## src/source/board_pkg.sv

```systemverilog
`default_nettype none

package board_pkg;

    // Board I/O counts
    localparam int num_buttons = 4;
    localparam int num_leds    = 6;

    typedef logic [7:0]             byte_t;     // One serial data byte
    typedef logic [num_leds-1:0]    leds_t;     // LED bits and the LED register
    typedef logic [num_buttons-1:0] buttons_t;  // Button levels or press pulses

    // Command opcode, carried in bits 7:6 of a received byte
    // Bits 5:0 hold the operand
    typedef enum logic [1:0] {
        op_write  = 2'b00,  // Load LED bits from operand
        op_read   = 2'b01,  // Reply with LED state
        op_toggle = 2'b10,  // XOR operand into LED bits
        op_nop    = 2'b11   // Ignored
    } csr_op_e;

endpackage

`default_nettype wire

```

## src/source/board_top.sv

```systemverilog
`default_nettype none

module board_top #(
    parameter int clock_freq     = 62_500_000,
    parameter int baud_rate      = 115_200,
    parameter int sample_cnt_max = 31_250,  // 500 us sample period at 62.5 MHz
    parameter int pulse_cnt_max  = 200      // 100 ms of steady press
) (
    input  wire logic                clk,
    input  wire logic                rst_n,
    input  wire board_pkg::buttons_t buttons,
    input  wire logic                serial_rx,
    output logic                     serial_tx,
    output board_pkg::leds_t         leds
);

    board_pkg::buttons_t presses;
    logic                rx_valid;
    board_pkg::byte_t    rx_data;
    logic                tx_start;
    board_pkg::byte_t    tx_data;
    logic                tx_busy;

    button_parser #(
        .width          (board_pkg::num_buttons),
        .sample_cnt_max (sample_cnt_max),
        .pulse_cnt_max  (pulse_cnt_max)
    ) bp (
        .clk     (clk),
        .rst_n   (rst_n),
        .buttons (buttons),
        .presses (presses)
    );

    uart_rx #(
        .clock_freq (clock_freq),
        .baud_rate  (baud_rate)
    ) rx (
        .clk       (clk),
        .rst_n     (rst_n),
        .serial_rx (serial_rx),
        .rx_valid  (rx_valid),
        .rx_data   (rx_data)
    );

    csr_ctrl ctrl (
        .clk      (clk),
        .rst_n    (rst_n),
        .rx_valid (rx_valid),
        .rx_data  (rx_data),
        .presses  (presses),
        .tx_busy  (tx_busy),
        .tx_start (tx_start),
        .tx_data  (tx_data),
        .leds     (leds)       // Straight to the board pins
    );

    uart_tx #(
        .clock_freq (clock_freq),
        .baud_rate  (baud_rate)
    ) tx (
        .clk       (clk),
        .rst_n     (rst_n),
        .tx_start  (tx_start),
        .tx_data   (tx_data),
        .tx_busy   (tx_busy),
        .serial_tx (serial_tx)
    );

endmodule

`default_nettype wire

```

## src/source/button_parser.sv

```systemverilog
`default_nettype none

module button_parser #(
    parameter int width          = 4,
    parameter int sample_cnt_max = 31_250,  // Clocks between samples
    parameter int pulse_cnt_max  = 200      // High samples that qualify a press
) (
    input  wire logic                clk,
    input  wire logic                rst_n,
    input  wire board_pkg::buttons_t buttons,
    output board_pkg::buttons_t      presses
);

    localparam int sample_w = $clog2(sample_cnt_max + 1);
    localparam int pulse_w  = $clog2(pulse_cnt_max + 1);

    board_pkg::buttons_t btn_meta, btn_sync;  // Two-flop synchronizer
    logic [sample_w-1:0] sample_cnt;
    logic                sample_tick;
    logic [pulse_w-1:0]  pulse_cnt [width];   // One saturating counter per button

    assign sample_tick = (sample_cnt == sample_w'(sample_cnt_max - 1));

    always_ff @(posedge clk) begin
        if (!rst_n) begin
            btn_meta <= '0;
            btn_sync <= '0;
        end else begin
            btn_meta <= buttons;
            btn_sync <= btn_meta;
        end
    end

    // Shared sample timer for all buttons
    always_ff @(posedge clk) begin
        if (!rst_n) begin
            sample_cnt <= '0;
        end else if (sample_tick) begin
            sample_cnt <= '0;
        end else begin
            sample_cnt <= sample_cnt + 1'b1;
        end
    end

    always_ff @(posedge clk) begin
        if (!rst_n) begin
            for (int i = 0; i < width; i++) begin
                pulse_cnt[i] <= '0;
            end
            presses <= '0;
        end else begin
            presses <= '0;                       // Pulses last one cycle
            if (sample_tick) begin
                for (int i = 0; i < width; i++) begin
                    if (!btn_sync[i]) begin
                        pulse_cnt[i] <= '0;      // Low sample re-arms the bit
                    end else if (pulse_cnt[i] != pulse_w'(pulse_cnt_max)) begin
                        pulse_cnt[i] <= pulse_cnt[i] + 1'b1;
                        // Fires only on the step into saturation
                        presses[i] <= (pulse_cnt[i] == pulse_w'(pulse_cnt_max - 1));
                    end
                end
            end
        end
    end

endmodule

`default_nettype wire

```

## src/source/csr_ctrl.sv

```systemverilog
`default_nettype none

module csr_ctrl (
    input  wire logic                clk,
    input  wire logic                rst_n,
    input  wire logic                rx_valid,
    input  wire board_pkg::byte_t    rx_data,
    input  wire board_pkg::buttons_t presses,
    input  wire logic                tx_busy,
    output logic                     tx_start,
    output board_pkg::byte_t         tx_data,
    output board_pkg::leds_t         leds
);

    // Reply FSM for read commands
    typedef enum logic [1:0] {
        idle,
        pending,  // Waiting for the transmitter to go idle
        send      // tx_start high for this cycle
    } reply_state_e;

    reply_state_e        state;
    reply_state_e        state_next;
    board_pkg::csr_op_e  op;
    board_pkg::leds_t    operand;
    board_pkg::leds_t    press_mask;
    board_pkg::leds_t    leds_cmd;   // After the command only
    board_pkg::leds_t    leds_next;
    logic                rd_req;

    assign op         = board_pkg::csr_op_e'(rx_data[7:6]);
    assign operand    = rx_data[board_pkg::num_leds-1:0];
    assign press_mask = board_pkg::leds_t'(presses);  // Buttons hit the low bits
    assign rd_req     = rx_valid && (op == board_pkg::op_read);
    assign tx_start   = (state == send);

    always_comb begin
        leds_cmd = leds;
        if (rx_valid) begin
            case (op)
                board_pkg::op_write:  leds_cmd = operand;
                board_pkg::op_toggle: leds_cmd = leds ^ operand;
                default:              leds_cmd = leds;  // Read and nop leave LEDs alone
            endcase
        end
        leds_next = leds_cmd ^ press_mask;  // Press toggles land on top of the command
    end

    always_ff @(posedge clk) begin
        if (!rst_n) begin
            leds <= '0;
        end else begin
            leds <= leds_next;
        end
    end

    always_comb begin
        state_next = state;
        case (state)
            idle:    if (rd_req) state_next = tx_busy ? pending : send;
            pending: if (!tx_busy) state_next = send;
            send:    state_next = rd_req ? pending : idle;  // Busy rises next cycle
            default: state_next = idle;
        endcase
    end

    always_ff @(posedge clk) begin
        if (!rst_n) begin
            state <= idle;
        end else begin
            state <= state_next;
        end
    end

    // Snapshot of LEDs before this cycle's updates; a read during pending is dropped
    always_ff @(posedge clk) begin
        if (rd_req && state != pending) begin
            tx_data <= {2'b00, leds};
        end
    end

endmodule

`default_nettype wire

```

## src/source/uart_rx.sv

```systemverilog
`default_nettype none

module uart_rx #(
    parameter int clock_freq = 62_500_000,
    parameter int baud_rate  = 115_200
) (
    input  wire logic        clk,
    input  wire logic        rst_n,
    input  wire logic        serial_rx,
    output logic             rx_valid,
    output board_pkg::byte_t rx_data
);

    localparam int cycles_per_bit = clock_freq / baud_rate;
    localparam int half_bit       = cycles_per_bit / 2;
    localparam int cnt_w          = $clog2(cycles_per_bit);

    logic                rx_meta;
    logic                rx_sync;
    logic                rx_last;   // Delayed copy for falling edge detect
    logic                busy;
    logic [cnt_w-1:0]    clk_cnt;
    logic [3:0]          bit_idx;   // 0 start, 1 to 8 data, 9 stop
    logic                bit_done;
    board_pkg::byte_t    data_sr;

    // Start bit is checked at its centre, later bits one full period apart
    assign bit_done = (bit_idx == 4'd0) ? (clk_cnt == cnt_w'(half_bit - 1))
                                        : (clk_cnt == cnt_w'(cycles_per_bit - 1));

    always_ff @(posedge clk) begin
        if (!rst_n) begin
            rx_meta <= 1'b1;  // Line idles high
            rx_sync <= 1'b1;
            rx_last <= 1'b1;
        end else begin
            rx_meta <= serial_rx;
            rx_sync <= rx_meta;
            rx_last <= rx_sync;
        end
    end

    always_ff @(posedge clk) begin
        if (!rst_n) begin
            busy     <= 1'b0;
            clk_cnt  <= '0;
            bit_idx  <= '0;
            rx_valid <= 1'b0;
        end else begin
            rx_valid <= 1'b0;
            if (!busy) begin
                clk_cnt <= '0;
                bit_idx <= '0;
                busy    <= rx_last && !rx_sync;  // Falling edge starts a frame
            end else if (!bit_done) begin
                clk_cnt <= clk_cnt + 1'b1;
            end else begin
                clk_cnt <= '0;
                bit_idx <= bit_idx + 1'b1;
                if (bit_idx == 4'd0 && rx_sync) begin
                    busy <= 1'b0;                // Glitch, not a real start bit
                end
                if (bit_idx == 4'd9) begin
                    busy     <= 1'b0;
                    rx_valid <= rx_sync;         // Low stop bit drops the byte
                end
            end
        end
    end

    // Data bits arrive LSB first
    always_ff @(posedge clk) begin
        if (busy && bit_done && bit_idx != 4'd0 && bit_idx != 4'd9) begin
            data_sr <= {rx_sync, data_sr[7:1]};
        end
        if (busy && bit_done && bit_idx == 4'd9) begin
            rx_data <= data_sr;
        end
    end

endmodule

`default_nettype wire

```

## src/source/uart_tx.sv

```systemverilog
`default_nettype none

module uart_tx #(
    parameter int clock_freq = 62_500_000,
    parameter int baud_rate  = 115_200
) (
    input  wire logic             clk,
    input  wire logic             rst_n,
    input  wire logic             tx_start,
    input  wire board_pkg::byte_t tx_data,
    output logic                  tx_busy,
    output logic                  serial_tx
);

    localparam int cycles_per_bit = clock_freq / baud_rate;
    localparam int cnt_w          = $clog2(cycles_per_bit);

    logic [9:0]       frame;    // Stop, data, start; shifted out from bit 0
    logic [cnt_w-1:0] clk_cnt;
    logic [3:0]       bit_idx;
    logic             bit_end;

    assign bit_end = (clk_cnt == cnt_w'(cycles_per_bit - 1));

    always_ff @(posedge clk) begin
        if (!rst_n) begin
            tx_busy   <= 1'b0;
            clk_cnt   <= '0;
            bit_idx   <= '0;
            serial_tx <= 1'b1;
        end else begin
            serial_tx <= tx_busy ? frame[0] : 1'b1;  // Output flop, idle high
            if (!tx_busy) begin
                clk_cnt <= '0;
                bit_idx <= '0;
                tx_busy <= tx_start;
            end else if (!bit_end) begin
                clk_cnt <= clk_cnt + 1'b1;
            end else begin
                clk_cnt <= '0;
                bit_idx <= bit_idx + 1'b1;
                if (bit_idx == 4'd9) begin
                    tx_busy <= 1'b0;                 // Stop bit done
                end
            end
        end
    end

    always_ff @(posedge clk) begin
        if (!tx_busy && tx_start) begin
            frame <= {1'b1, tx_data, 1'b0};
        end else if (tx_busy && bit_end) begin
            frame <= {1'b1, frame[9:1]};             // Next bit, fill with idle
        end
    end

endmodule

`default_nettype wire

```

## config.mk

```make
export PLATFORM = sky130hd
export DESIGN_NAME = board_top
export DESIGN_NICKNAME = d
export VERILOG_FILES = /design/src/source/board_pkg.sv /design/src/source/board_top.sv /design/src/source/button_parser.sv /design/src/source/csr_ctrl.sv /design/src/source/uart_rx.sv /design/src/source/uart_tx.sv
export SDC_FILE = /design/constraint.sdc
export NUM_CORES = 1
export LEC_CHECK = 0
export BUFFER_PORTS_ARGS = -buffer_cell sky130_fd_sc_hd__buf_2
export CORE_MARGIN = 5
export CORE_UTILIZATION = 65
export DETAILED_ROUTE_END_ITERATION = 10
export GPL_ROUTABILITY_DRIVEN = 0
export PLACE_DENSITY = 0.89
export RECOVER_POWER = 100
export SLEW_MARGIN = 0
export SYNTH_ARGS = -nofsm -noshare
export SYNTH_HDL_FRONTEND = slang
export SYNTH_SLANG_ARGS = --single-unit
export TNS_END_PERCENT = 100
```

## constraint.sdc

```tcl
create_clock -name clk -period 6.9 [get_ports clk]
set_input_delay 1.38 -clock clk [delete_from_list [all_inputs] [get_ports clk]]
set_output_delay 1.38 -clock clk [all_outputs]
set_load 0.02 [all_outputs]
```

=== Yosys cells after proc, flatten, opt, wreduce, memory -nomap -nowiden ===
Memory sizes are Yosys's and may differ from the RTL's.
Index checks and enable logic that the tools add are counted.

* Memories kept: 1
* Logic and storage cells: 161
* Register bits after elaboration: 101
* RAM bits: 32

* Muxes and demuxes: 62
* Reduce and logical (&&, ||, !) cells: 28
* Bitwise gates (word level): 13
* Equal/unequal tests: 22
* Add/sub/neg operators: 9

{| class="wikitable"
|+ Memories
! name !! depth !! bits a word !! rd ports !! clocked after Yosys merged registers in !! write ports !! line !! text
|-
| bp.pulse_cnt || 4 || 8 || 4 || 0 || 4 || button_parser.sv:20 || <nowiki>logic [pulse_w-1:0] pulse_cnt [width];</nowiki>
|}

{| class="wikitable"
|+ Operators with widths
! operator !! count
|-
| 8-bit 2-to-1 mux || 8
|-
| 1-bit 2-to-1 mux || 46
|-
| 8-bit by 1-bit adder with 8-bit output (second input constant) || 4
|-
| 8-bit == test (second input constant) || 4
|-
| 8-bit inequality test (second input constant) || 4
|-
| 10-bit by 1-bit adder with 10-bit output (second input constant) || 2
|-
| 10-bit == test (second input constant) || 2
|-
| 4-bit AND reduction || 5
|-
| 15-bit by 1-bit adder with 15-bit output (second input constant) || 1
|-
| 15-bit == test (second input constant) || 1
|-
| 6-bit case mux with 2 select lines || 1
|-
| 10-bit by 9-bit == test with 1-bit output (second input constant) || 1
|-
| 1-bit logical AND || 10
|-
| 9-bit 2-to-1 mux || 1
|-
| 4-bit by 1-bit adder with 4-bit output (second input constant) || 2
|-
| 4-bit == test (second input constant) || 2
|-
| 1-bit OR || 8
|-
| 7-bit 2-to-1 mux || 1
|-
| 2-bit 2-to-1 mux || 3
|-
| 6-bit 2-to-1 mux || 1
|-
| 2-bit case mux with 3 select lines || 1
|-
| 2-bit AND reduction || 3
|-
| 3-bit OR reduction || 2
|-
| 6-bit by 4-bit bitwise XOR with 6-bit output || 1
|-
| other kinds (13) || 20
|}

=== Logic depth before layout (Yosys ltp) ===
Gate-level depths: netlist (run 1).
An unclocked memory read counts as a cell.

* Depth after elaboration: 8
* Depth in mapped cells: 7
* Mapped depth without buffers: 6

=== Modules after synthesis ===
A second synthesis (run 1) with hierarchy kept.

* Cells, all modules: 563
* Area total of the unflattened synthesis: 6160.9 um^2

{| class="wikitable"
|+ Modules (own cells, without submodules)
! module !! cells each !! area an instance (um^2) !! times used
|-
| button_parser || 266 || 2813.9 || 1
|-
| uart_rx || 128 || 1539.0 || 1
|-
| uart_tx || 106 || 1136.1 || 1
|-
| csr_ctrl || 63 || 671.9 || 1
|}

=== Worst setup path after synthesis (run 1) ===
No wires, ideal clock.

* Path type: input -> register
* Start point: input rst_n
* End point: memory bp.pulse_cnt[0][0] in the netlist's numbering (enable)
* Data required time: 6522 ps
* Arrival time: 2237 ps
* Buffers on the path: 1
* Path slack: 4285 ps
* Stages: 3
* Path through: clkbuf_1 and2_2 a31oi_1

{| class="wikitable"
|+ RTL lines
! item !! line !! text
|-
| start: declaration || board_top.sv:10 || <nowiki>input wire logic rst_n,</nowiki>
|-
| end: declaration || button_parser.sv:20 ||
|}

=== Worst setup path in the final report (run 1) ===
* Start point: register rx.bit_idx[0]
* End point: register rx.data_sr[0] (enable)

* Longest elaborated chain between the ends: 5
* Elaborated cells between the ends (all ways): 7
* Classes of those cells: eq/ne (1); mux (1); reduce/logical (5)

{| class="wikitable"
|+ Ends and longest elaborated chain
! item !! line !! text
|-
| start: declaration || uart_rx.sv:23 || <nowiki>logic [3:0] bit_idx;</nowiki>
|-
| start signal: assignment || uart_rx.sv:59 || <nowiki>bit_idx <= bit_idx + 1'b1;</nowiki>
|-
| 4-bit zero test || uart_rx.sv:28 || <nowiki>assign bit_done = (bit_idx == 4'd0) ? (clk_cnt == cnt_w'(half_bit - 1))</nowiki>
|-
| 1-bit 2-to-1 mux || uart_rx.sv:28 ||
|-
| 1-bit logical AND (2 in series) || uart_rx.sv:73 || <nowiki>if (busy && bit_done && bit_idx != 4'd0 && bit_idx != 4'd9) begin</nowiki>
|-
| 1-bit logical AND (*) || uart_rx.sv:73 ||
|-
| end signal: assignment || uart_rx.sv:74 || <nowiki>data_sr <= {rx_sync, data_sr[7:1]};</nowiki>
|-
| end: declaration || uart_rx.sv:25 || <nowiki>board_pkg::byte_t data_sr;</nowiki>
|}

Mark *: on every way between the ends. The rest lies on a longest branch, timed or not.
A chain may end at the register's enable or synchronous reset.

==> metrics.md, run 1 <==
| Metric | Value |
|---|---|
| Worst R2R Setup Slack | `about 3.6 ns` |
| Final wirelength | `11100 um` |
| Net switching power figure | `around 0.00036 W` |
| Post-synthesis compound-gate area fraction | `0.0466` |
| CP max FO | `13` |
| Total grt overflow | `0` |
| PwrDens | `around 270 nW/um2` |
| Nets | `592` |
| Core area | `8810 um2` |
| Seq pwr share | `0.487` |
| Ys async rst share | `0` |
| Buf+Inv Stages, Crit Path | `1` |
| Worst hold slack | `0.427 ns` |
| Simple-Gate Fraction of Synth Area | `0.234` |
| Final TNS setup | `0 ns` |
| Placed inst area | `a little over 6000 um2` |
| Launch point of the critical path | `rx.bit_idx[0]` |
| Min-delay src | `rx.rx_meta` |
| Worst Setup Path Type | `flop to flop` |
| CTS resizes | `0` |
| Crit end category | `flop` |
| DIE WIDTH | `106 um` |
| Sw frac | `0.207` |
| Reg clk slew, reported paths | `roughly 0.060 ns` |
| Num rows | `34` |
| Initial antenna violation count | `0` |
| Sequential standard cell area | `3280 um2` |
| WL/cell | `around 16 um` |
| CTS tree | `done` |
| ANT cells | `0` |
| F_max | `307 MHz` |
| # IOs | `14` |
| Synth warn | `0` |
| Synth area leader | `edfxtp_1` |
| Clk root buf | `clkbuf_8` |
| First-pass GRT wire length | `18800 um` |
| FF-to-FF End | `rx.data_sr[0]` |
| Post-route cell area | `approximately 6600 um2` |
| Tightest Pin Transition | `1.28 ns` |
| Synth cell types | `48` |
| Synth Area in Adders | `0.0380` |
| Clock power frac | `0.487` |
| Hold Crit Class | `flop to flop` |
| Clk_skew | `between 0.01 and 0.015 ns` |
| Largest family of logic cells by synthesized area | `simple AND/OR/NAND/NOR gates` |
| Setup bufs post-CTS | `0` |
| Vias per std cell | `between 5 and 6` |
| Arr. time, crit path | `3.38 ns` |
| Sequential fraction of the synthesis area | `0.554` |
| Count of hold-fix buffers inserted at cts | `0` |
| # fillers | `between 500 and 600` |
| Dpl hpwl | `7290 um` |
| Worst path slowest cell | `nor3b_1` |
| Area delta synth->final | `10.8%` |
| Total GRT Usage | `0.212` |
| Final slew viol count | `0` |
| Logic pwr share | `0.026` |
| Primary FF master, synth | `dfxtp_1` |
| RSZ-0062 raised after global routing | `no` |
| Cell internal pwr | `0.00140 W` |
| Port bufs | `13` |
| Post-Syn Area | `between 5000 and 6000 um2` |
| Detailed Routing Iterations Pass 1 | `5` |
| Largest net degree at the start of global routing | `34` |
| Max stage delay on crit path | `0.96 ns` |
| Post-Synthesis Cells | `550` |
| Number of global-route vias before repair | `between 4000 and 5000` |
| Iter 0 DRT Violations | `227` |
| Top Family by Delay on Critical Path | `simple AND/OR/NAND/NOR gates` |
| Multiplexer share of the synthesized area | `0.0152` |
| # setup viols final | `0` |
| Final Hold Fails | `0` |
| Syn Nets | `575` |
| Maximum clock path buffer count | `2` |
| Die footprint | `between 10000 and 15000 um2` |
| Post-synth EDFFs | `62` |
| Clock latency on the worst-skew pair | `0.52 ns` |
| Max-Cap Viols | `0` |
| Final period util | `0.472` |
| Syn avg cell area | `10.8 um2` |
| Largest cells by area after synthesis | `edfxtp_1 31%, dfxtp_1 24%, nor2_1 4.9%` |
| Crit start category | `flop` |
| Multi-input gate area | `about 2400 um2` |
| Fin crit period | `3.26 ns` |
| Leak | `2.33 nW` |
| Initial Util | `0.673` |
| DRC | `0` |
| CTS buffer count | `17` |
| H-tree depth | `4` |
| # clock sinks | `133` |
| Worst reg-to-reg path cell count | `6` |
| Status | `complete, no violations` |
| Reg2reg start | `rx.bit_idx[0]` |
| Worst-path cell chain | `inv_1 -> ha_1 -> nand2b_1 -> o2111ai_1 -> a21oi_1 -> nor3b_1` |
| Via count | `4085` |
| Top cell type's share of synthesized area | `0.314` |
| Die Span Y | `106 um` |
| Relative slew slack | `0.149` |
| Share of post-route cells with drive strength above 1 | `0.0655` |
| Worst Setup EP | `rx.data_sr[0]` |
| CP Depth | `6` |
| Worst Path Required | `7.03 ns` |
| Seq cells post-synth | `133` |
| Post-route ant nets | `0` |
| Peak VDD IR | `0.227 mV` |
| Post-synthesis xor/xnor area fraction | `0.0827` |
cells in the final DEF, fill, tap and decap left out, types with 3 or more instances in the layout:
cell       instances
a21oi_1            7
a22o_1             6
a22oi_1            5
a31oi_1            4
and2_0             6
and2_1             5
and3_1            16
and4_1             6
buf_2              5
clkbuf_1          12
clkbuf_16         18
clkbuf_8           3
clkinv_2           4
dfxtp_1           71
edfxtp_1          62
ha_1              18
inv_1             25
mux2i_1            9
nand2_1           32
nand2b_1          10
nand3_1           33
nand3b_1           3
nand4_1           10
nand4bb_1          3
nor2_1            77
nor2b_1            4
nor3_1            15
nor3b_1            3
nor4_1             7
o21ai_0           10
or3_1              5
or4_1              4
xnor2_1           23
xor2_1            33
worst min-delay path by stage:
| stage | end | slack (ns) | depth (start not counted) |
|---|---|---|---|
| CTS | rx.rx_sync | 0.43 | 1 |
| detailed placement | rx.rx_sync | 0.41 | 1 |
| global route | rx.rx_sync | 0.44 | 1 |
| floorplan | rx.rx_sync | 0.39 | 1 |
| finish | rx.rx_sync | 0.43 | 1 |
| global placement | rx.rx_sync | 0.39 | 1 |
worst reg2reg max path: stages, from the launching register on:
cell,delay (ns)
dfxtp_1,0.42
inv_1,0.09
ha_1,0.24
nand2b_1,0.12
o2111ai_1,0.20
a21oi_1,0.83
nor3b_1,0.96
state kept, by name, summed over array words and instances (netlist names), 4 cells and up:
name	flops
bp.pulse_cnt	32
bp.sample_cnt	15
rx.clk_cnt	10
tx.clk_cnt	10
tx.frame	9
rx.data_sr	8
rx.rx_data	8
ctrl.leds	6
ctrl.tx_data	6
bp.btn_meta	4
bp.btn_sync	4
bp.presses	4
rx.bit_idx	4
tx.bit_idx	4
area by class of cell:
type,instances,area share
tap,108,0.0206
clock inverter,7,0.0103
inverter,25,0.0143
sequential,133,0.499
clock buffer,25,0.0771
timing repair buffer,13,0.00837
multi-input combinational,377,0.370
cells in the mapped netlist, drive strengths merged (4+ instances only):
cell type / number
nand2b: 10
nand3: 33
nor2b: 4
a22oi: 5
a31oi: 4
xor2: 33
edfxtp: 62
a21oi: 7
nor4: 9
or2: 4
ha: 18
inv: 25
nand2: 32
o21ai: 10
or3: 5
or4: 4
nor3: 15
mux2i: 9
buf: 4
and4: 6
nand4: 10
dfxtp: 71
and2: 11
xnor2: 23
nor2: 77
clkbuf: 11
and3: 16
a22o: 6
per-stage QoR:
step	worst slack, ns	total power, W	std cells	util
after floorplan	4.28	0.000905	550	-
after global placement	3.96	0.000916	656	0.686
after detailed placement	3.64	0.000919	656	0.686
after CTS	3.66	0.00177	688	0.752
after global routing	3.38	0.00182	688	0.747
final	3.64	0.00176	688	0.747
routing by layer:
metal | track usage | wire [um] | vias up
met2 | 0.377 | 5810 | 123
li1 | - | - | 1978
met5 | 0 | 0 | -
met3 | 0.0593 | 506 | 21
met4 | 0.0805 | 178 | 0
met1 | 0.242 | 4650 | 1963
power by group through the flow:
stage,registers (W),clock network [W],logic [W]
6_report,0.000857,0.000856,0.0000464
3_3_place_gp,0.000872,0,0.0000442
4_1_cts,0.000857,0.000866,0.0000476
5_1_grt,0.000859,0.000909,0.0000523
3_5_place_dp,0.000873,0,0.0000466
2_1_floorplan,0.000869,0,0.0000360
cell families (layout without fill, tap and decap cells):
family / after synthesis / after routing
AO/OA/AOI/OAI: 41 / 41
XOR/XNOR: 56 / 56
adder cells (fa/ha/maj): 18 / 18
buffers and inverters: 40 / 70
flip-flops: 133 / 133
multiplexers: 9 / 9
AND/OR/NAND/NOR: 253 / 253
Note: power is estimated with default switching activity, not from simulation.
==> inputs of run 2 (changes only) <==
- CORE_UTILIZATION: 65 -> 56
- PLACE_DENSITY: 0.89 -> 0.82
- clock period: 6.9 -> 2.7 ns (I/O delays scaled with it)
==> run 2 against run 1 <==
  * Count of clock-buffer cells in the layout down 6
  * Die area up 14%
  * Power up 150%
  * Via count down 3.3%
  * Combinational power rose to 2.7 times the previous value
  * Worst hold slack worse by 0.22 ns
  * Clock power up 140%
  * Non-clock buffer count up 8
  * Sequential power rose to 2.6 times the previous value
  * Fmax up 30%
  * Design area up 0.99%
==> metrics.md, run 2 (synthesized netlist as in run 1, its figures left out) <==
| Metric | Value |
|---|---|
| Final slew viol count | `0 (unchanged)` |
| Nets | `600 (+1.4%)` |
| Tightest Pin Transition | `0.826 ns (-0.450 ns)` |
| CTS buffer count | `17 (unchanged)` |
| Hold Path Stages | `2 (+1)` |
| Die Span Y | `113 um (+7.0%)` |
| Final period util | `0.928 (+0.455)` |
| Detailed Routing Iterations Pass 1 | `4 (-1)` |
| Reg clk slew, reported paths | `0.06 ns (about the same)` |
| CP max FO | `8 (-5)` |
| ANT cells | `0 (unchanged)` |
| Final std cells w/o fill | `724 (+5.2%)` |
| # clock sinks | `133 (unchanged)` |
| Worst Setup Path Type | `flop to flop` |
| Sw frac | `0.218 (+0.0117)` |
| Clock latency on the worst-skew pair | `0.51 ns (about the same)` |
| Leading cell types in the layout, fill and taps excluded | `77 x nor2_1, 71 x dfxtp_1, 62 x edfxtp_1, 33 x nand3_1, 33 x xor2_1` |
| Initial antenna violation count | `0 (unchanged)` |
| Via count | `3949 (-3.3%)` |
| RSZ-0062 raised after global routing | `no` |
| # fillers | `765 (+34%)` |
| First-pass GRT wire length | `17800 um (-5.7%)` |
| FF-to-FF End | `bp.pulse_cnt[3][5]` |
| CTS resizes | `0 (unchanged)` |
| Number of global-route vias before repair | `3876 (-3.9%)` |
| Cell internal pwr | `0.00341 W (+140%)` |
| Status | `complete, no violations` |
| Cell count after placement | `692 (+5.5%)` |
| Crit start category | `flop` |
| Largest regs | `bp.pulse_cnt (32), bp.sample_cnt (15)` |
| Worst R2R Setup Slack | `0.20 ns (-3.45 ns)` |
| Num rows | `37 (+8.8%)` |
| Hold Path End | `rx.rx_meta` |
| # setup viols final | `0 (unchanged)` |
| Clock power frac | `0.469 (-0.018)` |
| Logic pwr share | `0.028 (+0.002)` |
| Iter 0 DRT Violations | `332 (+46%)` |
| Arr. time, crit path | `2.73 ns (-0.65 ns)` |
| Dpl hpwl | `7050 um (-3.3%)` |
| Total GRT Usage | `0.173 (-0.0391)` |
| Worst Path Required | `2.92 ns (-4.11 ns)` |
| Peak VDD IR | `0.440 mV (+94%)` |
| Final wirelength | `10300 um (-7.5%)` |
| Biggest register | `bp.pulse_cnt` |
| Max FFs per register | `32 (unchanged)` |
| Max-Cap Viols | `0 (unchanged)` |
| Share of post-route cells with drive strength above 1 | `0.0765 (+0.0110)` |
| CTS tree | `done` |
| Seq pwr share | `0.502 (+0.015)` |
| Die footprint | `12700 um2 (+14%)` |
| Post-route ant nets | `0 (unchanged)` |
| Util after Layout | `0.643 (-0.103)` |
| Reg2reg start | `bp.sample_cnt[0]` |
| Final Hold Fails | `0 (unchanged)` |
| Commonest non-fill, non-tap cell in the layout | `nor2_1` |
| Total power | `0.00436 W (+150%)` |
| Area delta synth->final | `11.9%` |
| Vias per std cell | `5.45 (-8.1%)` |
| F_max | `399 MHz (+30%)` |
| Total grt overflow | `0 (unchanged)` |
| Largest net degree at the start of global routing | `19 (-44%)` |
| PwrDens | `657 nW/um2 (+150%)` |
| DRC | `0 (unchanged)` |
| Core area | `10300 um2 (+17%)` |
| Fin crit period | `2.50 ns (-0.753 ns)` |
| # IOs | `14 (unchanged)` |
| Leak | `2.34 nW (+0.56%)` |
| Worst reg-to-reg path cell count | `6 (unchanged)` |
| Final TNS setup | `0 ns (unchanged)` |
| H-tree depth | `4 (unchanged)` |
| Setup bufs post-CTS | `0 (unchanged)` |
| Net switching power figure | `0.000952 W (+160%)` |
| Min-delay src | `serial_rx` |
| Worst hold slack | `0.209 ns (-0.218 ns)` |
| Hold Crit Class | `primary input to flop` |
| Relative slew slack | `0.450 (+0.300)` |
| DIE WIDTH | `113 um (+7.0%)` |
| Port bufs | `13 (unchanged)` |
| Clk_skew | `0.00544 ns (-0.00767 ns)` |
| Clk root buf | `clkbuf_8` |
| WL/cell | `14.2 um (-12%)` |
| Count of hold-fix buffers inserted at cts | `0 (unchanged)` |
| Initial Util | `0.574 (-0.0990)` |
| Maximum clock path buffer count | `2 (unchanged)` |
| Crit end category | `flop` |
-- run 2: worst max path at each step --
stage / from / end / slack [ns] / depth (start not counted)
2_1_floorplan: bp.sample_cnt[0] / bp.pulse_cnt[0][0] / 0.19 / 5
3_3_place_gp: bp.sample_cnt[0] / bp.pulse_cnt[3][4] / 0.35 / 6
3_5_place_dp: bp.sample_cnt[0] / bp.pulse_cnt[3][4] / 0.28 / 6
4_1_cts: bp.sample_cnt[0] / bp.pulse_cnt[3][4] / 0.23 / 6
5_1_grt: bp.sample_cnt[0] / bp.pulse_cnt[0][6] / 0.09 / 6
6_report: bp.sample_cnt[0] / bp.pulse_cnt[3][5] / 0.20 / 6
-- run 2: power groups by stage --
stage               registers (W)  logic [W]  clock network [W]
floorplan                 0.00222  0.0000921                  0
global placement          0.00223   0.000121                  0
detailed placement        0.00223   0.000126                  0
CTS                       0.00219   0.000128            0.00208
global route              0.00219   0.000140            0.00218
finish                    0.00219   0.000124            0.00204
-- run 2: layout make-up --
type,count,area (um2),share of cell area
Timing Repair Buffer,21,95.1,0.0143
Tap cell,136,170,0.0256
Clock inverter,13,109,0.0164
Inverter,25,93.8,0.0141
Multi-Input combinational cell,377,2470,0.371
Clock buffer,19,422,0.0635
Sequential cell,133,3280,0.495
-- run 2: metrics by stage --
| stage | instance area, um2 | setup WS (ns) |
|---|---|---|
| after detailed placement | 6140 | 0.282 |
| after floorplan | 5930 | 0.190 |
| final | 6640 | 0.195 |
| after CTS | 6670 | 0.227 |
| after global placement | 6140 | 0.347 |
| after global routing | 6640 | 0.0892 |
-- run 2: critical path, cell delays in order, from the launching register on --
cell     delay [ns]
dfxtp_1        0.39
ha_1           0.16
or4bb_1        0.40
or4_4          0.57
and2_0         0.27
a31oi_1        0.22
buf_4          0.20
-- run 2: layer usage --
metal,part of all wire,vias to the layer above,track usage
met2,0.51,55,0.299
met3,0.032,18,0.0492
met5,0,-,0
met1,0.44,1887,0.204
met4,0.018,0,0.0633
li1,-,1989,-
